<file path="config.mk">
export PLATFORM = sky130hd
export DESIGN_NAME = crossProduct
export DESIGN_NICKNAME = d
export VERILOG_FILES = /design/src/source/cameraPkg.sv /design/src/source/crossProduct.sv
export SDC_FILE = /design/constraint.sdc
export NUM_CORES = 2
export LEC_CHECK = 0
export ABC_CLOCK_PERIOD_IN_PS = 950
export BUFFER_PORTS_ARGS = -buffer_cell sky130_fd_sc_hd__buf_2
export CAP_MARGIN = 20
export CORE_UTILIZATION = 60
export DETAILED_ROUTE_END_ITERATION = 10
export PLACE_DENSITY = 0.77
export SLEW_MARGIN = 20
export SYNTH_ARGS = -nofsm -noshare
export SYNTH_HDL_FRONTEND = slang
export SYNTH_SLANG_ARGS = --single-unit
</file>
<file path="constraint.sdc">
create_clock -name iClk -period 0.95 [get_ports iClk]
set_input_delay 0.0475 -clock iClk [delete_from_list [all_inputs] [get_ports iClk]]
set_output_delay 0.0475 -clock iClk [all_outputs]
set_load 0.02 [all_outputs]
</file>
<file path="src/source/cameraPkg.sv">
// Fixed-point type, arithmetic constants and state codes shared by the camera basis RTL and testbench
package cameraPkg;

	// Signed Q5.12 word used for every coordinate and vector component
	localparam int FIX_WIDTH = 18;
	localparam int FRAC_BITS = 12;

	typedef logic signed [FIX_WIDTH-1:0] fixT;

	localparam fixT FIX_ONE = fixT'(1 << FRAC_BITS);

	// Iteration counts of the serial normalizer
	localparam int SQRT_STEPS = 18;
	localparam int DIV_STEPS = 18;

	// Start to done of a nonzero normalization
	localparam int NORM_CYCLES = 2 + SQRT_STEPS + 3 * DIV_STEPS;

	// Normalizer states
	localparam logic [1:0] NORM_IDLE = 2'd0;
	localparam logic [1:0] NORM_SUM = 2'd1;
	localparam logic [1:0] NORM_SQRT = 2'd2;
	localparam logic [1:0] NORM_DIV = 2'd3;

	// Sequencer states, in job order
	localparam logic [2:0] SEQ_IDLE = 3'd0;
	localparam logic [2:0] SEQ_NORM_DIR = 3'd1;
	localparam logic [2:0] SEQ_NORM_UP = 3'd2;
	localparam logic [2:0] SEQ_ORTHO = 3'd3;
	localparam logic [2:0] SEQ_NORM_V = 3'd4;
	localparam logic [2:0] SEQ_CROSS = 3'd5;
	localparam logic [2:0] SEQ_PRESENT = 3'd6;

endpackage

</file>
<file path="src/source/crossProduct.sv">
// Fixed-point cross product a x b, registered on crossStart and held until the next start
`timescale 1ns/100ps

module crossProduct import cameraPkg::*; (
	input  logic iClk,
	input  logic arstN,
	input  logic crossStart,
	input  fixT  aX, aY, aZ,
	input  fixT  bX, bY, bZ,
	output fixT  crossX, crossY, crossZ
);

	// Full-width differences before rescaling
	logic signed [36:0] diffX, diffY, diffZ;

	assign diffX = aY * bZ - aZ * bY;
	assign diffY = aZ * bX - aX * bZ;
	assign diffZ = aX * bY - aY * bX;

	always_ff @(posedge iClk or negedge arstN) begin
		if (!arstN) begin
			crossX <= '0;
			crossY <= '0;
			crossZ <= '0;
		end else if (crossStart) begin
			crossX <= fixT'(diffX >>> FRAC_BITS);
			crossY <= fixT'(diffY >>> FRAC_BITS);
			crossZ <= fixT'(diffZ >>> FRAC_BITS);
		end
	end

endmodule

</file>
After elaboration in Yosys (flattened, before gate mapping) --
Cells that the tools add are included. Widths: inputs -> output; s select.
Cells by class: multiply operators 6, add/subtract/negate cells 3
Operators with widths (count):
- $mul 18x18->30 | 6
- $sub 30x30->30 | 3
Word-level totals: flip-flop bits (word level) 54, output and inout bits 54, word-level logic and storage cells 12, bits of input ports 111

Logic depth before layout (Yosys ltp) --
depth after elaboration 2, gate-level depth with buffers 29, mapped depth without buffers 27

Least setup slack after synthesis --
OpenSTA, ideal clock, no wires.
path type input-to-reg, from input port bX[1], to register crossY[16], arrival 6.821 ns, path buffers 2, slack -5.996 ns, cell stages on the path 26, setup time 0.125 ns, data required time 0.825 ns, path through clkbuf_1 -> clkbuf_1 -> nand2_1 -> fa_1 -> fa_1 -> inv_1 -> fa_1 -> inv_1 -> fa_1 -> fa_1 -> inv_1 -> fa_1 -> fa_1 -> inv_1 -> fa_1 -> inv_1 -> ha_1 -> a21o_1 -> a31o_2 -> a31oi_1 -> a21oi_1 -> o31a_1 -> o211a_1 -> nor3_1 -> nor2b_1 -> mux2_2
Between the ends: cells in the longest elaborated chain, start to end 2
Ends and longest elaborated chain:
- start: declaration | RTL line crossProduct.sv:9 | input fixT bX, bY, bZ,
- $mul 18x18->30 | RTL line crossProduct.sv:17 | assign diffY = aZ * bX - aX * bZ;
- $sub 30x30->30 | RTL line crossProduct.sv:17
- end signal: assignment | RTL line crossProduct.sv:27 | crossY <= fixT'(diffY >>> FRAC_BITS);
- end: declaration | RTL line crossProduct.sv:10 | output fixT crossX, crossY, crossZ
No other way between the ends. A chain may end at the register's enable or synchronous reset.

Worst setup path in the final report --
from input port aX[7], to register crossZ[16]
Between the ends: cells in the longest elaborated chain, start to end 2
Ends and longest elaborated chain:
- start: declaration | RTL line crossProduct.sv:8 | input fixT aX, aY, aZ,
- $mul 18x18->30 | RTL line crossProduct.sv:18 | assign diffZ = aX * bY - aY * bX;
- $sub 30x30->30 | RTL line crossProduct.sv:18
- end signal: assignment | RTL line crossProduct.sv:28 | crossZ <= fixT'(diffZ >>> FRAC_BITS);
- end: declaration | RTL line crossProduct.sv:10
No other way between the ends.

==> results.cfg <==
[finish]
nNetsFinal = 10204
fillers = 7393
syn_to_final_growth_pct = 19.8
final_area_um2 = 79100
layout-drive-gt1-share = 0.189

[drt]
vias = 50444
firstDrtPassIters = 7
drt_iter0_markers = 4407
detail_route.wl_per_cell_um = 22.1
drc = 0
postRouteAntennaNets = 0
vias_per_cell = 5.48
routed_wl_um = 203000

[sta]
setup_viol = 108
hold_slack_ps = 93.9
max_freq_mhz = 152
worst_slack_ps = -5620
period_needed_ps = 6570
slew_headroom = 0.657
worst-slew-pin-transition_ps = 512
rsz0062_at_grt = true
drv_slew = 0
period_share = 6.92
hold_violations = 0
fin_worst_skew_ps = 0

[clock_tree]
cts_sinks = 54
clk_latency_ps = 400
path_clk_slew_ps = 110
root_buffer = clkbuf_16
tritoncts = yes
numCtsBuffers = 5
clock_path_buffers = 2
cts_max_level = 2

[setup_path]
crit_fanout = 7
ff2ff_setup_slack_ps = 30
r2r-end = crossZ[13]$_DFFE_PN0P_
r2r_cells = 2
critPathLaunchType = primary input
end_kind = register
cp.required_ps = 1250
cp.arrival_ps = 6870
r2r_start = crossZ[13]$_DFFE_PN0P_
crit_type = primary input to register
crit_start = aX[7]

[min_path]
hold_end = crossX[11]$_DFFE_PN0P_
holdCritPathClass = primary input to register
whs_path_depth = 3
hp-start = crossStart

[synthesis]
synth_commonest_cells = inv_1 (2068), fa_1 (1836), nand2_1 (978)
avgSynthCellArea_um2 = 9.22
ys_seq_elements = 54
yosysMostFrequentCell = inv_1
synth-edff-count = 0
ys_seq_area_frac = 0.0205
syn_nets = 9567
synth_cells = 7152
yosysTopAreaCell = fa_1
synthArstFlopShare = 1.00
synth.distinct_cells = 62
ys_top_cells_by_area = fa_1 (56%), inv_1 (12%), ha_1 (8.9%)
synth_top_area_share = 0.557
syn_area_um2 = 66000
synth_ff_type = dfrtp_1
yosys_warnings = 0

[global_route]
antenna_found_initial = 17
grt_first_pass_wirelength_um = 314000
grt_overflow = 0
grt_max_degree = 55
grt_pass1_vias = 56437
track_usage = 0.376

[outcome]
status = finished with violations
failed_checks = setup timing

[floorplan]
die_h_um = 334
io_pins = 165
start_util = 0.605
rows = 121
coreArea_um2 = 109000
dieWidth_um = 334
die-area_um2 = 111000

[placed_design]
portBuffers = 164
gp_congestion = 0.983
dp_hpwl_um = 162000
place_area_um2 = 73500

[run]
max-cap-violations = 0
[cell families (layout without fill, tap and decap cells)]
logic type / after synthesis / in the layout / synth area share
buffers and inverters: 2469 / 3107 / 0.141
adders and majority gates: 2304 / 2304 / 0.646
and+or+nand+nor: 1974 / 1974 / 0.149
xor gates and xnor gates: 175 / 175 / 0.0232
AOI/OAI and AO/OA: 145 / 145 / 0.0153
DFF: 54 / 54 / 0.0205
muxes: 31 / 31 / 0.00529
other: 0 / 6 / 0
[what timing repair did]
item	CTS	global route
resized for setup	658	262
gates cloned	10	10
endpoints found under the setup margin	108	108
pin swaps	215	204
endpoints found under the hold margin	54	0
setup buffers	131	43
hold buffers	1	0
[through the flow]
stage	setup slack (ps)	instances	setup TNS, ps	util
floorplan	-5620	7152	-276880	-
global placement	-6270	9010	-313850	0.674
detailed placement	-6420	9010	-320010	0.674
CTS	-5530	9155	-282880	0.712
global route	-5830	9207	-297110	0.725
finish	-5620	9210	-286800	0.725
[worst max-delay path by stage]
stage,end,depth (start not counted)
floorplan,crossY[16]$_DFFE_PN0P_,27
global placement,crossX[17]$_DFFE_PN0P_,26
detailed placement,crossX[17]$_DFFE_PN0P_,26
CTS,crossZ[17]$_DFFE_PN0P_,26
global route,crossY[15]$_DFFE_PN0P_,24
finish,crossZ[16]$_DFFE_PN0P_,28
[cells in the final DEF (no fill, tap or decap), drive strengths merged, types with 7 or more instances in the layout]
cell	n
nand2b	24
nand4	11
xor2	22
a21oi	39
nor3	17
o211ai	7
o21a	10
nand3	9
dfrtp	54
inv	2069
o31ai	7
nor2b	61
and2	830
xnor2	153
nor2	25
buf	1011
o21bai	8
clkbuf	18
fa	1836
o21ai	20
mux2	31
nand2	979
ha	468
a21o	17
[metal layers]
| metal | wire, µm | global-route usage |
|---|---|---|
| met1 | 72400 | 0.488 |
| met2 | 90900 | 0.573 |
| met3 | 24700 | 0.0999 |
| met4 | 15100 | 0.217 |
| met5 | 89 | 0 |
[cell type report]
cell class | count | area (µm²) | share of cell area
tap | 1414 | 1770 | 0.0224
sequential | 54 | 1360 | 0.0171
inverter | 2068 | 7760 | 0.0982
multi-input combinational | 4629 | 57200 | 0.724
clock inverter | 3 | 28.8 | 0.000364
clock buffer | 5 | 125 | 0.00158
antenna | 6 | 15.0 | 0.000190
timing repair buffer | 1031 | 10800 | 0.137
[critical path, stage by stage]
cell and delay [ps]:
buf_12 150, buf_8 140, and2_4 150, fa_1 540
inv_2 50, fa_1 520, inv_2 50, fa_1 540
inv_2 50, fa_1 510, inv_2 50, fa_2 590
fa_1 440, fa_1 520, inv_1 50, fa_1 510
inv_2 50, ha_4 210, o21a_1 170, nor2_2 160
or2_4 170, nor2_4 40, o21bai_4 170, nor3b_4 210
buf_6 170, a21oi_4 70, o21a_1 230, o221a_2 280
[flip-flops by register name, indices dropped and copies added, names as in the netlist]
signal  flops
crossX     18
crossY     18
crossZ     18
Power is not shown: default switching activity piles up to over one toggle a cycle in this logic, so the estimate is an artifact.
