[src/source/cameraPkg.sv]
// Fixed-point type, arithmetic constants and state codes shared by the camera basis RTL and testbench
package cameraPkg;

	// Signed Q5.12 word used for every coordinate and vector component
	localparam int FIX_WIDTH = 18;
	localparam int FRAC_BITS = 12;

	typedef logic signed [FIX_WIDTH-1:0] fixT;

	localparam fixT FIX_ONE = fixT'(1 << FRAC_BITS);

	// Iteration counts of the serial normalizer
	localparam int SQRT_STEPS = 18;
	localparam int DIV_STEPS = 18;

	// Start to done of a nonzero normalization
	localparam int NORM_CYCLES = 2 + SQRT_STEPS + 3 * DIV_STEPS;

	// Normalizer states
	localparam logic [1:0] NORM_IDLE = 2'd0;
	localparam logic [1:0] NORM_SUM = 2'd1;
	localparam logic [1:0] NORM_SQRT = 2'd2;
	localparam logic [1:0] NORM_DIV = 2'd3;

	// Sequencer states, in job order
	localparam logic [2:0] SEQ_IDLE = 3'd0;
	localparam logic [2:0] SEQ_NORM_DIR = 3'd1;
	localparam logic [2:0] SEQ_NORM_UP = 3'd2;
	localparam logic [2:0] SEQ_ORTHO = 3'd3;
	localparam logic [2:0] SEQ_NORM_V = 3'd4;
	localparam logic [2:0] SEQ_CROSS = 3'd5;
	localparam logic [2:0] SEQ_PRESENT = 3'd6;

endpackage

[src/source/upOrthogonalizer.sv]
// Removes from a unit up vector its part along the unit view direction, registered on orthoStart
`timescale 1ns/100ps

module upOrthogonalizer import cameraPkg::*; (
	input  logic iClk,
	input  logic arstN,
	input  logic orthoStart,
	input  fixT  nX, nY, nZ,
	input  fixT  upX, upY, upZ,
	output fixT  orthoX, orthoY, orthoZ
);

	logic signed [37:0] dotFull;
	fixT dotFix;
	logic signed [35:0] projX, projY, projZ;

	// Dot product of up with n, back to FRAC_BITS fraction bits
	assign dotFull = upX * nX + upY * nY + upZ * nZ;
	assign dotFix = fixT'(dotFull >>> FRAC_BITS);

	// Projection of up onto n
	assign projX = nX * dotFix;
	assign projY = nY * dotFix;
	assign projZ = nZ * dotFix;

	always_ff @(posedge iClk or negedge arstN) begin
		if (!arstN) begin
			orthoX <= '0;
			orthoY <= '0;
			orthoZ <= '0;
		end else if (orthoStart) begin
			orthoX <= upX - fixT'(projX >>> FRAC_BITS);
			orthoY <= upY - fixT'(projY >>> FRAC_BITS);
			orthoZ <= upZ - fixT'(projZ >>> FRAC_BITS);
		end
	end

endmodule

[config.mk]
export PLATFORM = sky130hd
export DESIGN_NAME = upOrthogonalizer
export DESIGN_NICKNAME = d
export VERILOG_FILES = /design/src/source/cameraPkg.sv /design/src/source/upOrthogonalizer.sv
export SDC_FILE = /design/constraint.sdc
export NUM_CORES = 2
export LEC_CHECK = 0
export BUFFER_PORTS_ARGS = -buffer_cell sky130_fd_sc_hd__buf_2
export CAP_MARGIN = 10
export CORE_AREA = 8 8 299 359
export DETAILED_ROUTE_END_ITERATION = 10
export DIE_AREA = 0 0 307 367
export PLACE_DENSITY = 0.82
export SLEW_MARGIN = 25
export SYNTH_ARGS = -nofsm -noshare
export SYNTH_HDL_FRONTEND = slang
export SYNTH_SLANG_ARGS = --single-unit
[constraint.sdc]
create_clock -name iClk -period 2.24 [get_ports iClk]
set_input_delay 0.112 -clock iClk [delete_from_list [all_inputs] [get_ports iClk]]
set_output_delay 0.112 -clock iClk [all_outputs]
set_load 0.01 [all_outputs]
=== Word level (Yosys, flattened, before mapping) ===
Cells that the tools add are included.
Widths: inputs -> output; s select.

* $add $sub $neg: 5
* Multipliers: 6

{| class="wikitable"
|+ Operators by type and width
! cell !! number
|-
| $mul 18x18->30 || 6
|-
| $add 30x30->30 || 2
|-
| $sub 18x18->18 || 3
|}

* Flip-flop bits (word level): 54
* Input port bits: 111
* Word-level logic and storage cells: 14
* Output and inout port bits: 54

=== Depth between registers and ports, before layout ===
* Depth after elaboration: 5
* Gate-level depth with buffers: 67

=== Worst setup path before layout ===
OpenSTA, ideal clock, no wires.

* Path kind: input -> register
* Start point: input port nX[1]
* End point: register orthoZ[17]
* Slack: -12.731 ns
* Library setup time: 0.077 ns
* Data required time: 2.163 ns
* Cell stages on the path: 63
* Arrival time: 14.893 ns
* Cells stage by stage: clkbuf_1 -> clkbuf_1 -> nand2_1 -> fa_1 -> inv_1 -> fa_1 -> inv_1 -> fa_1 -> inv_1 -> fa_1 -> inv_1 -> fa_1 -> fa_1 -> inv_1 -> fa_1 -> fa_1 -> inv_1 -> fa_1 -> [... 27 more ...] -> or3_1 -> or3_1 -> o32a_1 -> nand2_1 -> o21a_1 -> o21a_1 -> nor3_1 -> or2_2 -> ha_1 -> nand3_1 -> nand2_1 -> a41o_1 -> o41a_1 -> a21o_1 -> a21o_1 -> a31oi_1 -> xnor3_1 -> a21oi_1

* Longest elaborated chain between the ends: 5

{| class="wikitable"
|+ RTL lines
! item !! RTL line !! source
|-
| start, declared || upOrthogonalizer.sv:8 || <nowiki>input fixT nX, nY, nZ,</nowiki>
|-
| $mul 18x18->30 || upOrthogonalizer.sv:18 || <nowiki>assign dotFull = upX * nX + upY * nY + upZ * nZ;</nowiki>
|-
| $add 30x30->30 (2 in a row) || upOrthogonalizer.sv:18 ||
|-
| $mul 18x18->30 || upOrthogonalizer.sv:24 || <nowiki>assign projZ = nZ * dotFix;</nowiki>
|-
| $sub 18x18->18 || upOrthogonalizer.sv:34 || <nowiki>orthoZ <= upZ - fixT'(projZ >>> FRAC_BITS);</nowiki>
|-
| end signal, assigned || upOrthogonalizer.sv:34 ||
|-
| end, declared || upOrthogonalizer.sv:10 || <nowiki>output fixT orthoX, orthoY, orthoZ</nowiki>
|}

No other way between the ends.
A chain may end at the register's enable or synchronous reset.

=== Final worst setup path ===
* Start point: input port upX[8]
* End point: register orthoX[17]

* Longest elaborated chain between the ends: 5

{| class="wikitable"
|+ RTL lines
! item !! RTL line !! source
|-
| start, declared || upOrthogonalizer.sv:9 || <nowiki>input fixT upX, upY, upZ,</nowiki>
|-
| $mul 18x18->30 || upOrthogonalizer.sv:18 ||
|-
| $add 30x30->30 (2 in a row) || upOrthogonalizer.sv:18 ||
|-
| $mul 18x18->30 || upOrthogonalizer.sv:22 || <nowiki>assign projX = nX * dotFix;</nowiki>
|-
| $sub 18x18->18 (*) || upOrthogonalizer.sv:32 || <nowiki>orthoX <= upX - fixT'(projX >>> FRAC_BITS);</nowiki>
|-
| end signal, assigned || upOrthogonalizer.sv:32 ||
|-
| end, declared || upOrthogonalizer.sv:10 ||
|}

Every way passes the cells marked *; elsewhere a longest branch is shown, timed or not.

==> impl_metrics.csv <==
group,metric,value,unit
layout,fillers,6205,
setup_path,path_common_cell,"fa_1",
yosys,ys_seq_elements,54,
timing,layout_min_cycle_time,14.66,ns
min_path,hold_class,"in -> async",
place,place_congestion,1.01,
yosys,yosysTopAreaCell,"fa_1",
timing,finalSetupViolCount,54,
grt,grt_max_degree,55,
setup_path,cp_slowest_cell,"fa_1",
timing,grt_setup_unrepaired,"true",
yosys,synth_edf_count,0,
grt,grt-ovfl-total,0,
timing,tightest_slew,0.726,ns
timing,skew,0,ns
timing,max_freq,0.0682,GHz
grt,antenna_found_initial,21,
drt,drc,0,
timing,hold_viol,0,
layout,multi_input_area,58000,um2
drt,dr.pass1.iters,8,
yosys,synthTopCellsByArea,"fa_1 54%, inv_1 11%, ha_1 9.3%",
layout,regArea,1350,um2
yosys,ys.flop_type,"dfrtp_1",
setup_path,crit_family,"adder cells",
yosys,yosysWarnings,0,
floorplanning,start_util,64.5,%
setup_path,max_stage_delay,0.62,ns
drt,ant_nets,0,
outcome,status,"finished with violations",
floorplanning,die_y,367,um
setup_path,crit_path_max_fanout,8,
drt,wl,218,mm
yosys,syn_inst,7160,
grt,gr-usage-all-layers,37.3,%
floorplanning,fp.coreArea,101000,um2
setup_path,crit_type,"in -> reg",
run,maxCapViolCount,0,
floorplanning,dieArea,113000,um2
yosys,mappedNetlistNets,9513,
timing,timing.final.crit_share,655,%
place,place_hpwl,171,mm
place,io_buffers,164,
layout,syn2layout_area_growth,20.0,%
layout,drive_gt1_share,21.0,%
floorplanning,fp-row-count,128,
clock_tree,numCtsBuffers,5,
clock_tree,insertion_delay,0.36,ns
place,pre_cts_ws,-12.78,ns
yosys,ys_seq_area_share,2.07,%
drt,post_drt_via_cell_ratio,5.77,
drt,avgRoutedWirePerCell,23.3,um
clock_tree,clk_pin_slew,0.12,ns
yosys,synth_top_area_share,53.9,%
floorplanning,io_pins,165,
timing,drv_slew,0,
setup_path,cp-end-kind,"flip-flop",
setup_path,start_kind,"input port",
drt,drt-initial-drc-count,5230,
yosys,synthesis.area,65300,um2
grt,grt_first_pass_wirelength,324,mm
yosys,ys_types,69,
yosys,asyncSetResetFlopFracSynth,100,%
layout,final_common_cell,"inv_1",
clock_tree,root_buffer,"clkbuf_16",
layout,layout_common_cells,"1853 x inv_1, 1691 x fa_1, 1052 x nand2_1, 838 x buf_4, 684 x and2_1",
timing,layout_setup_ws,-12.42,ns
clock_tree,clock_sinks,54,
drt,route.vias.total,53900,
outcome,violations,"negative setup slack",
clock_tree,tritoncts,"yes",
yosys,synth.avg_cell_area,9.12,um2
setup_path,critPathRequiredTime,2.56,ns
setup_path,cp.buffers_inverters,16,
setup_path,critPathArrivalTime,14.98,ns
clock_tree,clockBufferDepth,2,
clock_tree,cts_htree_levels,2,
timing,slew_headroom,51.6,%
layout,nets,10300,
grt,grt_pass1_vias,60000,
floorplanning,die_x,307,um
cells in the mapped netlist (35+ instances only):
| cell | number |
|---|---|
| dfrtp_1 | 54 |
| fa_1 | 1757 |
| inv_1 | 1920 |
| nand2b_1 | 35 |
| xnor2_1 | 160 |
| xor2_1 | 45 |
| nand2_1 | 1090 |
| clkbuf_1 | 350 |
| nor2_1 | 105 |
| ha_1 | 485 |
| and2_1 | 707 |
| a21o_1 | 42 |
| a21oi_1 | 81 |
registers in the layout, summed over array words and instances (netlist names):
register / count
orthoX: 18
orthoY: 18
orthoZ: 18
worst register-to-register path, stage by stage, from the launching register on:
cell and delay, ns:
dfrtp_1 0.45, a21boi_0 0.23, o211ai_1 0.15
layout make-up:
class	count	area share, %
multi-input combinational	4833	74.1
timing repair buffer	1147	12.5
inverter	1920	9.20
tap	1365	2.18
sequential	54	1.73
clock buffer	5	0.160
clock inverter	3	0.0607
antenna	18	0.0575
what timing repair did:
item                                   CTS  global route
resized for setup                      352           412
endpoints found under the hold margin   31             0
pin swaps                              177           267
gates cloned                             3             1
setup endpoints to repair               54            54
hold buffers                             1             0
buffers inserted                       111            72
worst paths after layout:
kind                                   startpoint                      to  slack, ns  depth (start not counted)
max                                        upX[8]  orthoX[17]$_DFFE_PN0P_     -12.42                         62
min                                         arstN   orthoX[7]$_DFFE_PN0P_       0.26                          2
max reg2reg                orthoZ[14]$_DFFE_PN0P_  orthoZ[14]$_DFFE_PN0P_       1.29                          2
min reg2reg                 orthoY[9]$_DFFE_PN0P_   orthoY[9]$_DFFE_PN0P_       0.50                          1
max in group asynchronous                   arstN  orthoZ[10]$_DFFE_PN0P_       1.30                          3
min in group iClk                      orthoStart   orthoX[2]$_DFFE_PN0P_       0.33                          3
metrics by stage:
| step | util, % | cells | hold WS [ns] | cell area (um2) | setup TNS [ns] |
|---|---|---|---|---|---|
| after floorplan | - | 7160 | -0.184 | 66300 | -574.04 |
| after global placement | 72.9 | 9169 | 0.149 | 73800 | -618.18 |
| after detailed placement | 72.9 | 9169 | 0.166 | 73800 | -630.43 |
| after CTS | 75.4 | 9274 | 0.302 | 76300 | -583.92 |
| after global routing | 77.3 | 9340 | 0.335 | 78300 | -622.17 |
| final | 77.4 | 9345 | 0.262 | 78300 | -606.17 |
per-layer routing:
metal	GRT usage, %	wire (um)	part of all wire, %
met3	7.47	23000	11
met1	43.3	69200	32
met5	0	29	0.013
met2	61.3	102000	47
met4	27.6	23300	11
logic make-up after synthesis:
family	count (synthesis)	share of synthesized area [%]
buf+inv	2273	13.1
fa+ha+maj	2242	63.2
simple gates	2079	15.3
compound gates	264	2.70
xor+xnor	214	3.06
flops	54	2.07
mux	34	0.585
Power is left out: the tool's default activity adds up to more than one toggle a clock period on the data nets, which glitch-free logic cannot reach.
