--- config.mk ---
export PLATFORM = sky130hd
export DESIGN_NAME = basisSequencer
export DESIGN_NICKNAME = d
export VERILOG_FILES = /design/src/source/cameraPkg.sv /design/src/source/basisSequencer.sv
export SDC_FILE = /design/constraint.sdc
export NUM_CORES = 1
export LEC_CHECK = 0
export BUFFER_PORTS_ARGS = -buffer_cell sky130_fd_sc_hd__buf_2
export CAP_MARGIN = 10
export CELL_PAD_IN_SITES_DETAIL_PLACEMENT = 0
export CELL_PAD_IN_SITES_GLOBAL_PLACEMENT = 2
export CORE_AREA = 2 2 223 225
export CTS_BUF_LIST = sky130_fd_sc_hd__clkbuf_8
export CTS_CLUSTER_DIAMETER = 100
export DETAILED_ROUTE_END_ITERATION = 16
export DIE_AREA = 0 0 225 227
export HOLD_SLACK_MARGIN = 0.1
export MAX_ROUTING_LAYER = met4
export PLACE_DENSITY = 0.91
export REMOVE_ABC_BUFFERS = 1
export SYNTH_ARGS = -nofsm -noshare
export SYNTH_HDL_FRONTEND = slang
export SYNTH_SLANG_ARGS = --single-unit
--- constraint.sdc ---
create_clock -name iClk -period 8.4 [get_ports iClk]
set_input_delay 0.42 -clock iClk [delete_from_list [all_inputs] [get_ports iClk]]
set_output_delay 0.42 -clock iClk [all_outputs]
set_load 0.01 [all_outputs]
--- src/source/cameraPkg.sv ---
// Fixed-point type, arithmetic constants and state codes shared by the camera basis RTL and testbench
package cameraPkg;

	// Signed Q5.12 word used for every coordinate and vector component
	localparam int FIX_WIDTH = 18;
	localparam int FRAC_BITS = 12;

	typedef logic signed [FIX_WIDTH-1:0] fixT;

	localparam fixT FIX_ONE = fixT'(1 << FRAC_BITS);

	// Iteration counts of the serial normalizer
	localparam int SQRT_STEPS = 18;
	localparam int DIV_STEPS = 18;

	// Start to done of a nonzero normalization
	localparam int NORM_CYCLES = 2 + SQRT_STEPS + 3 * DIV_STEPS;

	// Normalizer states
	localparam logic [1:0] NORM_IDLE = 2'd0;
	localparam logic [1:0] NORM_SUM = 2'd1;
	localparam logic [1:0] NORM_SQRT = 2'd2;
	localparam logic [1:0] NORM_DIV = 2'd3;

	// Sequencer states, in job order
	localparam logic [2:0] SEQ_IDLE = 3'd0;
	localparam logic [2:0] SEQ_NORM_DIR = 3'd1;
	localparam logic [2:0] SEQ_NORM_UP = 3'd2;
	localparam logic [2:0] SEQ_ORTHO = 3'd3;
	localparam logic [2:0] SEQ_NORM_V = 3'd4;
	localparam logic [2:0] SEQ_CROSS = 3'd5;
	localparam logic [2:0] SEQ_PRESENT = 3'd6;

endpackage

--- src/source/basisSequencer.sv ---
// Job control for the camera basis: accepts a job, shares the normalizer and presents n, v, u
`timescale 1ns/100ps

module basisSequencer import cameraPkg::*; (
	input  logic iClk,
	input  logic arstN,
	input  logic inValid,
	output logic inReady,
	input  fixT  lookFromX, lookFromY, lookFromZ,
	input  fixT  lookToX, lookToY, lookToZ,
	input  fixT  upX, upY, upZ,
	output logic outValid,
	input  logic outReady,
	output logic degenerate,
	output logic normStart,
	output fixT  normX, normY, normZ,
	input  logic normDone,
	input  fixT  unitX, unitY, unitZ,
	input  logic zeroLength,
	output logic orthoStart,
	input  fixT  orthoX, orthoY, orthoZ,
	output logic crossStart,
	input  fixT  crossX, crossY, crossZ,
	output fixT  nX, nY, nZ,
	output fixT  vX, vY, vZ,
	output fixT  uX, uY, uZ
);

	logic [2:0] state;
	fixT upHoldX, upHoldY, upHoldZ;
	logic abortJob;

	assign inReady = (state == SEQ_IDLE);

	// Zero view direction or up parallel to n
	assign abortJob = normDone && zeroLength &&
		(state == SEQ_NORM_DIR || state == SEQ_NORM_V);

	always_ff @(posedge iClk or negedge arstN) begin
		if (!arstN) begin
			state <= SEQ_IDLE;
			outValid <= 1'b0;
			degenerate <= 1'b0;
			normStart <= 1'b0;
			orthoStart <= 1'b0;
			crossStart <= 1'b0;
		end else begin
			normStart <= 1'b0;
			orthoStart <= 1'b0;
			crossStart <= 1'b0;
			if (abortJob) begin
				nX <= '0;
				nY <= '0;
				nZ <= '0;
				vX <= '0;
				vY <= '0;
				vZ <= '0;
				uX <= '0;
				uY <= '0;
				uZ <= '0;
				degenerate <= 1'b1;
				outValid <= 1'b1;
				state <= SEQ_PRESENT;
			end else begin
				case (state)
					SEQ_IDLE: begin
						if (inValid) begin
							normX <= lookToX - lookFromX;
							normY <= lookToY - lookFromY;
							normZ <= lookToZ - lookFromZ;
							upHoldX <= upX;
							upHoldY <= upY;
							upHoldZ <= upZ;
							normStart <= 1'b1;
							state <= SEQ_NORM_DIR;
						end
					end
					SEQ_NORM_DIR: begin
						if (normDone) begin
							nX <= unitX;
							nY <= unitY;
							nZ <= unitZ;
							normX <= upHoldX;
							normY <= upHoldY;
							normZ <= upHoldZ;
							normStart <= 1'b1;
							state <= SEQ_NORM_UP;
						end
					end
					SEQ_NORM_UP: begin
						// Normalized up stays on the unit outputs for the orthogonalizer
						if (normDone) begin
							orthoStart <= 1'b1;
							state <= SEQ_ORTHO;
						end
					end
					SEQ_ORTHO: begin
						if (!orthoStart) begin
							normX <= orthoX;
							normY <= orthoY;
							normZ <= orthoZ;
							normStart <= 1'b1;
							state <= SEQ_NORM_V;
						end
					end
					SEQ_NORM_V: begin
						if (normDone) begin
							vX <= unitX;
							vY <= unitY;
							vZ <= unitZ;
							crossStart <= 1'b1;
							state <= SEQ_CROSS;
						end
					end
					SEQ_CROSS: begin
						// cross result is registered one cycle after crossStart
						if (!crossStart) begin
							uX <= crossX;
							uY <= crossY;
							uZ <= crossZ;
							outValid <= 1'b1;
							state <= SEQ_PRESENT;
						end
					end
					SEQ_PRESENT: begin
						if (outReady) begin
							outValid <= 1'b0;
							degenerate <= 1'b0;
							state <= SEQ_IDLE;
						end
					end
					default: state <= SEQ_IDLE;
				endcase
			end
		end
	end

endmodule

## Word level (Yosys, flattened, before mapping)

Index checks and enable logic that the tools add are counted.

| word-level totals | value |
|---|---|
| bits in registers | 278 |
| output and inout bits | 222 |

| operators by class | value |
|---|---|
| add/sub/neg operators | 3 |
| equality and inequality tests | 16 |
| muxes and demuxes | 54 |
| bitwise logic cells | 1 |
| reductions and logical operators | 13 |

Operators with widths:

| operator | number |
|---|---|
| $mux 18 | 27 |
| $pmux 18 s3 | 3 |
| $sub 18x18->18 | 3 |
| $mux 3 | 8 |
| $pmux 3 s7 | 1 |
| $ne 3x3->1 const B | 6 |
| $mux 1 | 13 |
| $eq 3x3->1 const B | 3 |
| $reduce_and 7->1 | 1 |
| $eq 3x2->1 const B | 2 |
| $ne 2x2->1 const B | 3 |
| $reduce_and 6->1 | 1 |
| $reduce_bool 3->1 | 2 |
| $reduce_and 4->1 | 1 |
| $reduce_bool 2->1 | 2 |
| $eq 3x1->1 const B | 1 |
| $logic_not 3->1 | 1 |
| $ne 3x2->1 const B | 1 |
| $pmux 1 s3 | 1 |
| $reduce_and 3->1 | 1 |
| $logic_and 1x1->1 | 2 |
| $pmux 1 s2 | 1 |
| $reduce_and 2->1 | 1 |
| $logic_or 1x1->1 | 1 |
| $not 1->1 | 1 |

## Depth between registers and ports, before layout

| logic depth | value |
|---|---|
| word-level depth | 5 |
| mapped depth | 9 |
| gate-level depth less buffers | 9 |

## Least setup slack after synthesis

No wires, ideal clock.

| timing | value |
|---|---|
| path type | register to register |
| from | register state[1] |
| to | register normX[0] (enable) |
| arrival | 5.550 ns |
| setup slack | 2.287 ns |
| cell stages (with the launch flop) | 6 |
| cells stage by stage | dfrtp_1 -> buf_4 -> buf_2 -> buf_2 -> buf_2 -> a311oi_1 |

| between the ends | value |
|---|---|
| longest elaborated chain between the ends | 5 |
| elaborated cells on any way between the ends | 12 |
| those cells by class | eq/ne: 6; bitwise: 1; reduce/logical: 5 |

Ends and longest elaborated chain:

| what | line | RTL |
|---|---|---|
| start: declaration | basisSequencer.sv:29 | `logic [2:0] state;` |
| start signal: assignment | basisSequencer.sv:41 | `state <= SEQ_IDLE;` |
| start signal: assignment | basisSequencer.sv:63 | `state <= SEQ_PRESENT;` |
| start signal: assignment | basisSequencer.sv:75 | `state <= SEQ_NORM_DIR;` |
| $eq 3x1->1 / $eq 3x3->1 (equally long branches) | basisSequencer.sv:37, basisSequencer.sv:65 |  |
| $logic_or 1x1->1 | basisSequencer.sv:37 | `(state == SEQ_NORM_DIR \|\| state == SEQ_NORM_V);` |
| $logic_and 1x1->1 | basisSequencer.sv:36 | `assign abortJob = normDone && zeroLength &&` |
| $not 1->1 (no source line) | -- |  |
| $reduce_and 6->1 (no source line) * | -- |  |
| end signal: assignment | basisSequencer.sv:68 | `normX <= lookToX - lookFromX;` |
| end signal: assignment | basisSequencer.sv:83 | `normX <= upHoldX;` |
| end signal: assignment | basisSequencer.sv:99 | `normX <= orthoX;` |
| end: declaration | basisSequencer.sv:16 | `output fixT normX, normY, normZ,` |

Mark *: on every way between the ends. The rest lies on a longest branch, timed or not.
A chain may end at the register's enable or synchronous reset.

## Worst setup path after layout

| timing | value |
|---|---|
| from | register state[1] |
| to | register uY[3] (data pin) |

| between the ends | value |
|---|---|
| longest elaborated chain between the ends | 3 |
| elaborated cells on any way between the ends | 6 |
| those cells by class | eq/ne: 3; mux: 1; reduce/logical: 2 |

Ends and longest elaborated chain:

| what | line | RTL |
|---|---|---|
| $eq 3x1->1 / $eq 3x3->1 (equally long branches) | basisSequencer.sv:37 |  |
| $logic_or 1x1->1 | basisSequencer.sv:37 |  |
| $logic_and 1x1->1 | basisSequencer.sv:36 |  |
| end signal: assignment | basisSequencer.sv:119 | `uY <= crossY;` |
| end: declaration | basisSequencer.sv:26 | `output fixT uX, uY, uZ` |

Parallel ways exist; a longest one is shown, timed or not.

==> impl_metrics.toml <==
[run_status]
status = "finished clean"

[yosys]
synthCells = 1460
synth_area_um2 = 15000
synthArstFlopShare_pct = 2.88
ys_warn_count = 0
yosysTopAreaCell = "edfxtp_1"
synth_ff_type = "edfxtp_1"
synth_edf_count = 270
synth_seq_area_share_pct = 55.5
ys_ff_latch = 278
ys_top_cells_by_area = "edfxtp_1, nand2_1, a21oi_1"
synth_area_per_cell_um2 = 10.2
synth_cell_types = 77
synth_top_area_share_pct = 54.2

[clock_network]
clock-root-buffer = "clkbuf_8"
clkSlewWorstSetupHoldPaths_ns = 0.06
cts_tree = "built"
clock_sinks = 278
postCtsSetupRepairBufs = 0
cts_buffers = 51
clock_path_buffers = 3
clk_latency_ns = 0.64
htree_levels = 2

[global_route]
grt_max_degree = 85
grt_pass1_vias = 13900
gr-total-overflow = 0
antenna_found_initial = 19
grt_pass1_wl_um = 78900
track_usage_pct = 20.7

[die]
fp.dieW_um = 225
pin_count = 552
die_height_um = 227
num_rows = 81
start_util_pct = 30.8
die-area_um2 = 51100
core_um2 = 48500

[critical_path]
cp-start-kind = "flip-flop"
timing.critical_path.max_delay_family = "buffers and inverters"
required_ns = 8.74
path_common_cell = "buf_4"
crit_fanout = 75
path_class = "reg -> reg"
end_kind = "flip-flop"
critPathArrivalTime_ns = 4.09
cp_num_buf_inv = 2
cp_slowest_cell = "a21oi_4"
crit_path_max_incr_delay_ns = 0.76
crit_chain = "nor2b_1 > nand2_1 > a21oi_4 > buf_4 > buf_4 > a21oi_1"

[timing]
worst_pin_slew_ns = 1.00
setup_viol = 0
slew_viol_final = 0
fmax_mhz = 266
period_share_pct = 44.7
hold_violations = 0
rsz0062_at_grt = "no"
whs_ns = 0.158
slew_headroom_pct = 33.1
setup-tns-final_ns = 0
clock-skew-final_ns = 0.0336
layout_setup_ws_ns = 4.65
period_minus_slack_ns = 3.75

[layout]
layout.cells.non_filler = 2825
fin_area_um2 = 20700
fin_nets = 2527
mostFrequentLayoutCells = "buf_2, nand2_1, edfxtp_1"
areaGrowthSynthToFinish_pct = 38.5
drive_gt1_share_pct = 31.1
utilization_pct = 42.7
layout_commonest_cell = "buf_2"

[power_and_ir_drop]
powerDensity_nw_per_um2 = 266
leakagePower_nw = 8.92
ir_drop_v = 0.000169
finalPower_mw = 5.52

[detailed_routing]
wire_per_inst_um = 19.0
vias = 13800
ant_nets = 0
drt-total-wl_um = 53800
drc = 0
drt_pass1_iterations = 5
drt-vias-per-instance = 4.88
drt_iter0_markers = 820

[place]
place_area_um2 = 18300
dp_hpwl_um = 38000
io_buffers = 551
dp.cells = 2568
globalplace.congestion = 0.862
post-place-ws_ns = 4.63

[job]
maxCapViolations = 0

[min_path]
min_path_type = "in -> reg"
## cell families (layout without fill, tap and decap cells)
logic type / after synthesis / after routing / synth area share, %
flops: 278 / 278 / 55.5
mux: 35 / 35 / 2.45
xor+xnor: 20 / 20 / 1.17
compound gates: 393 / 393 / 16.5
fa+ha+maj: 54 / 54 / 4.67
buf+inv: 141 / 862 / 4.06
other cells: 0 / 22 / 0
simple gates: 539 / 539 / 15.6
## worst register-to-register path: cells and delay by family, from the launching register on
| kind | cells | cell delay (ns) |
|---|---|---|
| buffers and inverters | 2 | 1.39 |
| AOI/OAI and AO/OA | 2 | 0.93 |
| DFF | 1 | 0.70 |
| and+or+nand+nor | 2 | 0.44 |
## power by group
group          total [mW]  switching, mW  internal [mW]  leakage, nW
logic                2.05           1.25          0.796         5.69
registers            2.25          0.207           2.04         2.69
clock network        1.22          0.619          0.603        0.532
## cell usage after synthesis (3+ instances only)
master     number
o21ai_0        23
o211ai_1       12
a21o_1         13
clkbuf_8        3
buf_2          32
ha_1           51
o31a_1          4
a21oi_1       214
mux2i_1        22
mux2_2         13
a311oi_1        4
buf_1           5
and2_1          3
a31o_1          3
nor2b_1        29
o21ai_1        17
nand3_1        10
a31oi_1         6
nand2_1       373
dfrtp_1         8
inv_1          61
fa_1            3
nand4_1         4
xnor2_1        16
nand2b_1       26
o21a_1          9
or3_1          12
a211oi_1       28
xor2_1          4
edfxtp_1      270
a21oi_2         6
and3_1          5
nor3_1         13
o22ai_1         9
clkbuf_1       38
o2111ai_1       5
nor2_1         47
o31ai_1        10
## path summary, 6_finish.rpt
check / cells after the start / slack [ns] / endpoint / start
min in group asynchronous: 2 / 0.34 / state[2] / arstN
hold reg to reg: 2 / 0.52 / degenerate / degenerate
setup / recovery: 6 / 4.65 / uY[3] / state[1]
max in group asynchronous: 3 / 6.86 / crossStart / arstN
hold / removal: 3 / 0.16 / vY[13] / unitY[13]
setup reg to reg: 6 / 4.65 / uY[3] / state[1]
## cell type report
type	instances	area, µm²
diodes	22	55.1
clock buffers	51	702
clock inverters	40	216
fillers	4813	27800
inverters	61	229
multi-input cells	1041	6110
flip-flops and latches	278	8310
well taps	622	778
repair buffers	710	4320
## metal layers
metal / global-route usage [%] / routed length [µm] / vias up
li1: - / - / 6659
met5: - / 0 / -
met2: 35.1 / 26600 / 538
met1: 22.7 / 21000 / 6484
met3: 5.47 / 4130 / 104
met4: 9.81 / 2110 / 0
## timing repair
item / 4_1_cts / 5_1_grt
endpoints found under the setup margin: 0 / 0
endpoints found under the hold margin: 182 / 0
hold buffers: 144 / 0
resized for setup: 0 / 0
Note: power is estimated with default switching activity, not from simulation.
