<file path="src/source/cameraPkg.sv">
// Fixed-point type, arithmetic constants and state codes shared by the camera basis RTL and testbench
package cameraPkg;

	// Signed Q5.12 word used for every coordinate and vector component
	localparam int FIX_WIDTH = 18;
	localparam int FRAC_BITS = 12;

	typedef logic signed [FIX_WIDTH-1:0] fixT;

	localparam fixT FIX_ONE = fixT'(1 << FRAC_BITS);

	// Iteration counts of the serial normalizer
	localparam int SQRT_STEPS = 18;
	localparam int DIV_STEPS = 18;

	// Start to done of a nonzero normalization
	localparam int NORM_CYCLES = 2 + SQRT_STEPS + 3 * DIV_STEPS;

	// Normalizer states
	localparam logic [1:0] NORM_IDLE = 2'd0;
	localparam logic [1:0] NORM_SUM = 2'd1;
	localparam logic [1:0] NORM_SQRT = 2'd2;
	localparam logic [1:0] NORM_DIV = 2'd3;

	// Sequencer states, in job order
	localparam logic [2:0] SEQ_IDLE = 3'd0;
	localparam logic [2:0] SEQ_NORM_DIR = 3'd1;
	localparam logic [2:0] SEQ_NORM_UP = 3'd2;
	localparam logic [2:0] SEQ_ORTHO = 3'd3;
	localparam logic [2:0] SEQ_NORM_V = 3'd4;
	localparam logic [2:0] SEQ_CROSS = 3'd5;
	localparam logic [2:0] SEQ_PRESENT = 3'd6;

endpackage

</file>
<file path="src/source/vectorNormalizer.sv">
// Iterative unit-vector engine, started by normStart and reporting with a one-cycle normDone
`timescale 1ns/100ps

module vectorNormalizer import cameraPkg::*; (
	input  logic iClk,
	input  logic arstN,
	input  logic normStart,
	input  fixT  normX, normY, normZ,
	output logic normDone,
	output fixT  unitX, unitY, unitZ,
	output logic zeroLength
);

	logic [1:0] state;
	logic [4:0] stepCnt;
	logic [1:0] compIdx;
	fixT vecX, vecY, vecZ;

	logic signed [35:0] sqX, sqY, sqZ;
	logic [35:0] sumSq;

	// Square root keeps two radicand bits per step
	logic [35:0] radicand;
	logic [19:0] sqrtRem;
	logic [17:0] root;
	logic [21:0] sqrtShift, sqrtTrial, sqrtRemNext;
	logic sqrtFits;

	// Restoring divider, quotient bits shift into divQ
	logic [1:0] loadIdx;
	fixT loadComp, curComp;
	logic [17:0] loadMag;
	logic [18:0] divRem, divShift, divRemNext, loadRem;
	logic [17:0] divQ, divQNext, loadQ;
	logic divFits;
	fixT quotSigned;

	function automatic fixT pickComp(input logic [1:0] idx, input fixT a, input fixT b,
		input fixT c);
		case (idx)
			2'd0: return a;
			2'd1: return b;
			default: return c;
		endcase
	endfunction

	assign sqX = vecX * vecX;
	assign sqY = vecY * vecY;
	assign sqZ = vecZ * vecZ;
	assign sumSq = $unsigned(sqX) + $unsigned(sqY) + $unsigned(sqZ);

	assign sqrtShift = {sqrtRem, radicand[35:34]};
	assign sqrtTrial = {2'b00, root, 2'b01};
	assign sqrtFits = sqrtShift >= sqrtTrial;
	assign sqrtRemNext = sqrtFits ? sqrtShift - sqrtTrial : sqrtShift;

	// Next component to load; the first load happens on the last root step
	assign loadIdx = (state == NORM_SQRT) ? 2'd0 : compIdx + 2'd1;
	assign loadComp = pickComp(loadIdx, vecX, vecY, vecZ);
	assign curComp = pickComp(compIdx, vecX, vecY, vecZ);
	assign loadMag = loadComp[FIX_WIDTH-1] ? $unsigned(-loadComp) : $unsigned(loadComp);

	// Dividend is the magnitude scaled by FRAC_BITS, upper part seeds the remainder
	assign loadRem = 19'(loadMag >> (FIX_WIDTH - FRAC_BITS));
	assign loadQ = {loadMag[FIX_WIDTH-FRAC_BITS-1:0], {FRAC_BITS{1'b0}}};

	assign divShift = {divRem[17:0], divQ[17]};
	assign divFits = divShift >= {1'b0, root};
	assign divRemNext = divFits ? divShift - {1'b0, root} : divShift;
	assign divQNext = {divQ[16:0], divFits};
	assign quotSigned = curComp[FIX_WIDTH-1] ? -fixT'(divQNext) : fixT'(divQNext);

	always_ff @(posedge iClk or negedge arstN) begin
		if (!arstN) begin
			state <= NORM_IDLE;
			stepCnt <= '0;
			compIdx <= '0;
			normDone <= 1'b0;
			zeroLength <= 1'b0;
		end else begin
			normDone <= 1'b0;
			case (state)
				NORM_IDLE: begin
					if (normStart) begin
						vecX <= normX;
						vecY <= normY;
						vecZ <= normZ;
						state <= NORM_SUM;
					end
				end
				NORM_SUM: begin
					if (sumSq == '0) begin
						// nothing to divide by, report at once
						unitX <= '0;
						unitY <= '0;
						unitZ <= '0;
						zeroLength <= 1'b1;
						normDone <= 1'b1;
						state <= NORM_IDLE;
					end else begin
						radicand <= sumSq;
						sqrtRem <= '0;
						root <= '0;
						stepCnt <= '0;
						state <= NORM_SQRT;
					end
				end
				NORM_SQRT: begin
					sqrtRem <= sqrtRemNext[19:0];
					root <= {root[16:0], sqrtFits};
					radicand <= radicand << 2;
					stepCnt <= stepCnt + 5'd1;
					if (stepCnt == SQRT_STEPS - 1) begin
						stepCnt <= '0;
						compIdx <= '0;
						divRem <= loadRem;
						divQ <= loadQ;
						state <= NORM_DIV;
					end
				end
				default: begin
					divRem <= divRemNext;
					divQ <= divQNext;
					stepCnt <= stepCnt + 5'd1;
					if (stepCnt == DIV_STEPS - 1) begin
						stepCnt <= '0;
						case (compIdx)
							2'd0: unitX <= quotSigned;
							2'd1: unitY <= quotSigned;
							default: unitZ <= quotSigned;
						endcase
						if (compIdx == 2'd2) begin
							zeroLength <= 1'b0;
							normDone <= 1'b1;
							state <= NORM_IDLE;
						end else begin
							compIdx <= compIdx + 2'd1;
							divRem <= loadRem;
							divQ <= loadQ;
						end
					end
				end
			endcase
		end
	end

endmodule

</file>
<file path="config.mk">
export PLATFORM = sky130hd
export DESIGN_NAME = vectorNormalizer
export DESIGN_NICKNAME = d
export VERILOG_FILES = /design/src/source/cameraPkg.sv /design/src/source/vectorNormalizer.sv
export SDC_FILE = /design/constraint.sdc
export NUM_CORES = 2
export LEC_CHECK = 0
export BUFFER_PORTS_ARGS = -buffer_cell sky130_fd_sc_hd__buf_4
export CAP_MARGIN = 0
export CORE_MARGIN = 5
export CORE_UTILIZATION = 60
export CTS_BUF_LIST = sky130_fd_sc_hd__clkbuf_8
export DETAILED_ROUTE_END_ITERATION = 12
export GPL_TIMING_DRIVEN = 0
export PLACE_DENSITY = 0.79
export SLEW_MARGIN = 20
export SYNTH_ARGS = -nofsm -noshare
export SYNTH_HDL_FRONTEND = slang
export SYNTH_SLANG_ARGS = --single-unit
</file>
<file path="constraint.sdc">
create_clock -name iClk -period 11.32 [get_ports iClk]
set_input_delay 1.698 -clock iClk [delete_from_list [all_inputs] [get_ports iClk]]
set_output_delay 1.698 -clock iClk [all_outputs]
set_load 0.02 [all_outputs]
</file>
# Word level (Yosys, flattened, before mapping)
# Index checks and enable logic that the tools add are counted.
# word_totals
reg_bits	229
input_bits	57
output_inout_bits	56
elab_cells	120
# op_classes
add_sub_neg	8
multipliers	3
n_lt_le_gt_ge	2
n_eq_ne	12
n_mux	52
bitwise_logic	3
reduce_logical	24
# ops
operator	count
$mux W18	17
$pmux W18 S2	8
$mul A18 B18 Y36	3
$add A36 B36 Y36	2
$pmux W36 S2	1
$mux W20	2
$pmux W20 S2	1
$logic_not A36 Y1	1
$mux W36	1
$neg A18 Y18	2
$ge A22 B20 Y1	1
$sub A20 B20 Y20	1
$ge A19 B18 Y1	1
$mux W2	9
$sub A18 B18 Y18	1
$reduce_and A5 Y1	3
$reduce_and A3 Y1	4
$mux W5	2
$pmux W5 S2	1
$reduce_bool A2 Y1	5
$ne A2 B2 Y1 const B	4
$reduce_and A4 Y1	2
$eq A2 B1 Y1 const B	3
$logic_not A2 Y1	3
14 further kinds	26

# Longest topological paths before layout
# depth
depth_word	9
ltp_mapped	34

# Least setup slack after synthesis
# Ideal clock, no wire load.
# synth_timing
path_kind	register -> register
start	register vecZ[17]
end	register radicand[0] (enable)
setup_time_ps	438
t_arrival_ps	9814
slack_ps	1068
stages_incl_launch_ff	30
n_path_buf	3
path_cell_list	edfxtp_1 -> clkbuf_1 -> clkbuf_1 -> nand2_1 -> inv_1 -> fa_1 -> inv_1 -> fa_1 -> inv_1 -> fa_1 -> inv_1 -> fa_1 -> fa_1 -> fa_1 -> fa_1 -> fa_1 -> fa_1 -> inv_1 -> ha_1 -> clkbuf_1 -> a21o_1 -> a211oi_1 -> o21bai_1 -> a21o_1 -> a41oi_1 -> xnor2_1 -> nor2_1 -> nor4b_4 -> a21boi_2 -> o21a_1
# synth_between
elab_chain_len	5
# synth_lines
element	line_no	source
start: declaration	vectorNormalizer.sv:17	fixT vecX, vecY, vecZ;
start signal: assignment	vectorNormalizer.sv:87	vecZ <= normZ;
$mul A18 B18 Y36	vectorNormalizer.sv:49	assign sqZ = vecZ * vecZ;
$add A36 B36 Y36	vectorNormalizer.sv:50	assign sumSq = $unsigned(sqX) + $unsigned(sqY) + $unsigned(sqZ);
$logic_not A36 Y1	vectorNormalizer.sv:92	if (sumSq == '0) begin
$ne A2 B2 Y1 (no source line)	n/a	
$reduce_and A3 Y1 (no source line)	n/a	
end signal: assignment	vectorNormalizer.sv:101	radicand <= sumSq;
end signal: assignment	vectorNormalizer.sv:111	radicand <= radicand << 2;
end: declaration	vectorNormalizer.sv:23	logic [35:0] radicand;
# Every way passes these cells.
# A chain may end at the register's enable or synchronous reset.

# Worst setup path after layout
# layout_timing
start	register vecY[3]
end	register radicand[10] (enable)
# layout_between
elab_chain_len	6
# layout_lines
element	line_no	source
start: declaration	vectorNormalizer.sv:17	
start signal: assignment	vectorNormalizer.sv:86	vecY <= normY;
$mul A18 B18 Y36	vectorNormalizer.sv:48	assign sqY = vecY * vecY;
$add A36 B36 Y36 (2 in a row)	vectorNormalizer.sv:50	
$logic_not A36 Y1	vectorNormalizer.sv:92	
$ne A2 B2 Y1 (no source line)	n/a	
$reduce_and A3 Y1 (no source line)	n/a	
# Every way passes these cells.

==> impl_results.md <==
* CTS root buffer: clkbuf_8
* Die H at 278 um
* Fmax achieved at 0.0904 GHz
* H-tree level count at 2
* Final Hold Vio Count at 0
* Vias in the first global route at between 30000 and 40000
* Max stage delay cell, worst path: fa_1
* Critical Path Sink Type: flip-flop
* Outcome: finished, final reports clean
* Largest fanout on the critical path at 46
* Critical path type: flip-flop to flip-flop
* TritonCTS clock tree: built
* Largest net degree at the start of global routing at 47
* 1st-iter DRT viols at 2650
* Post-Syn Area per Cell at 10.6 um2
* R2r worst-path depth at 27
* R2r startpoint: vecY[3]
* Post-synth ARST share at 4.80%
* RSZ-0062 raised after global routing: no
* Sink Count at 229
* Final setup viols at 0
* Core area at around 71000 um2
* Worst min path class: flip-flop to flip-flop
* Grt total ovfl at 0
* Die width at 278 um
* Effective utilization at floorplan at 60.5%
* Cell taking the most area after synthesis: fa_1
* DRC at 0
* Slew @ Worst Pin at 1050 ps
* Critical Path AT at 11420 ps
* Crit path launch type: flip-flop
* Worst Min Path Start: radicand[20]
* Period minus WS final at 11060 ps
* Main synth FF type: edfxtp_1
* Num CTS Buffers at 43
* Yosys top cell area share at between 40% and 50%
* Max-Cap Viols at 0
* Worst path top cell family by delay: adder cells
* CP dominant cell by count: fa_1
* Max Slew Vio Count at 0
* Cell with the most instances after synthesis: fa_1
* Routed Antenna Nets at 0
* Required @ worst endpoint at roughly 12000 ps
* Top-Level Pins at 113
* Routed WL at 117000 um
* Hold_buf cts at 0
* Global-route wire length before repair at 184000 um
* Total GRT Usage at 30.9%
* Post-Syn Area at 43200 um2
* Syn_nets at 5423
* # rows at 98
* Via Count at 29600
* Final std cell area, no fill at 46300 um2
* P&R area growth vs syn at 7.29%
* DRT Pass-1 Iters at 6
* Sink of the worst hold path: radicand[22]
* Critical R2R Capture: radicand[10]
* Seq/Total Area, Yosys at 15.8%
* DR vias/cell at roughly 5.6
* CTS clk-pin slew, worst paths at about 60 ps
* Final Wtd Congestion at 0.980
* Placed cell area at 45300 um2
* Count of input and output buffers at 112
* Seq cells post-synth at approximately 230
* Post-synth top cells: 1025 x fa_1, 901 x inv_1, 388 x nand2_1
* EDFF count, synth at 218
* WL/cell at 22.2 um
* DIE AREA at around 77000 um2
* Number of library cell types mapped by synthesis at 77
* Clock Skew at 52.3 ps
* Buf/Inv on CP at 6
* Final Net Count at 5585
* YS warnings at 0
* Mapped Cells at 4089
* Reg2Reg Setup Slack at 260 ps
* Tcrit/Tclk final at a little over nine tenths
* Slew headroom at 29.7%
* Initial antenna violation count at 4
* Later-pin clock latency in the skew report at 680 ps
* CP max stage delay at 760 ps
* Layout cell share with drive strength beyond 1 at 5.65%
* HPWL after DPL at 99500 um
* Top post-synthesis cells by area: fa_1 48%, edfxtp_1 15%, inv_1 7.8%
* Worst-case clock buffer depth at 3
* Hold path depth at 2
==> cells by family after synthesis <==
family / share of synthesized area, %
adder cells (fa/ha/maj): 54.8
buffers and inverters: 9.30
AO/OA/AOI/OAI: 5.60
XOR/XNOR: 2.68
multiplexers: 0.388
AND/OR/NAND/NOR: 11.4
flip-flops: 15.8
==> how the worst max path moves through the flow <==
stage                  start           end  slack [ps]  depth (start not counted)
global route         vecZ[9]      unitY[7]          50                         28
floorplan           vecZ[17]   radicand[0]        1070                         29
detailed placement   vecZ[0]     unitX[17]        -370                         29
finish               vecY[3]  radicand[10]         260                         27
global placement     vecZ[0]   radicand[5]       -1660                         29
CTS                  vecX[7]      unitY[7]          40                         28
==> worst min-delay path, stage by stage, from the launching register on <==
cell and delay [ps]:
edfxtp_1 320, nand2_1 50, nand2_1 50
==> through the flow <==
step,TNS [ps],setup WS (ps),hold WS [ps],util [%],instances
2_1_floorplan,0,1070,484,-,4089
3_3_place_gp,-174710,-1660,493,63.3,5151
3_5_place_dp,-29690,-366,502,63.5,5155
4_1_cts,0,39.0,515,64.8,5231
5_1_grt,0,47.0,536,64.9,5234
6_report,0,260,515,64.9,5243
==> per-layer routing <==
| metal | routed length (um) | up-vias | GRT usage (%) |
|---|---|---|---|
| met2 | 55000 | 1370 | 49.6 |
| met4 | 4960 | 2 | 11.2 |
| li1 | - | 12800 | - |
| met3 | 11500 | 266 | 8.36 |
| met1 | 45100 | 15100 | 41.1 |
| met5 | 17 | - | 0 |
==> final cells by class <==
type / instances / area [um2]
fill: 5647 / 25000
clock inverter: 34 / 272
buffer: 159 / 654
inverter: 901 / 3380
antenna: 10 / 25.0
multi-input combinational: 2797 / 32400
timing repair buffer: 120 / 995
clock buffer: 43 / 592
sequential: 229 / 6820
tap: 950 / 1190
==> cell usage in the layout, fill, tap and decap left out, types with 14 or more instances in the layout <==
cell / synthesis / final
and2_1: 250 / 250
or3_1: 17 / 17
xor2_1: 48 / 48
clkbuf_2: 0 / 25
clkbuf_8: 0 / 43
inv_1: 901 / 915
xnor2_1: 84 / 84
clkbuf_1: 140 / 113
o31ai_1: 16 / 16
nand2b_1: 28 / 28
o21ai_1: 14 / 14
nand2_1: 388 / 388
a22oi_1: 18 / 18
nand3_1: 41 / 41
nor3_1: 22 / 22
o21ai_0: 80 / 80
o211ai_1: 19 / 19
fa_1: 1025 / 1024
nor2b_1: 50 / 50
buf_4: 1 / 114
edfxtp_1: 218 / 218
ha_1: 252 / 252
nor2_1: 150 / 149
a21oi_1: 97 / 94
a21o_1: 18 / 18
==> registers in the layout, summed over array words and instances (netlist names), 5 cells and up <==
signal / cells
radicand: 36
sqrtRem: 20
divQ: 18
divRem: 18
root: 18
unitX: 18
unitY: 18
unitZ: 18
vecX: 18
vecY: 18
vecZ: 18
stepCnt: 5
==> timing repair <==
| item | in CTS | in global routing |
|---|---|---|
| endpoints found under the setup margin | 128 | 128 |
| resized for setup | 7 | 39 |
| setup buffers | 1 | 3 |
| pin swaps | 1 | 1 |
Power is left out: the tool's default activity adds up to more than one toggle a clock period on the data nets, which glitch-free logic cannot reach.
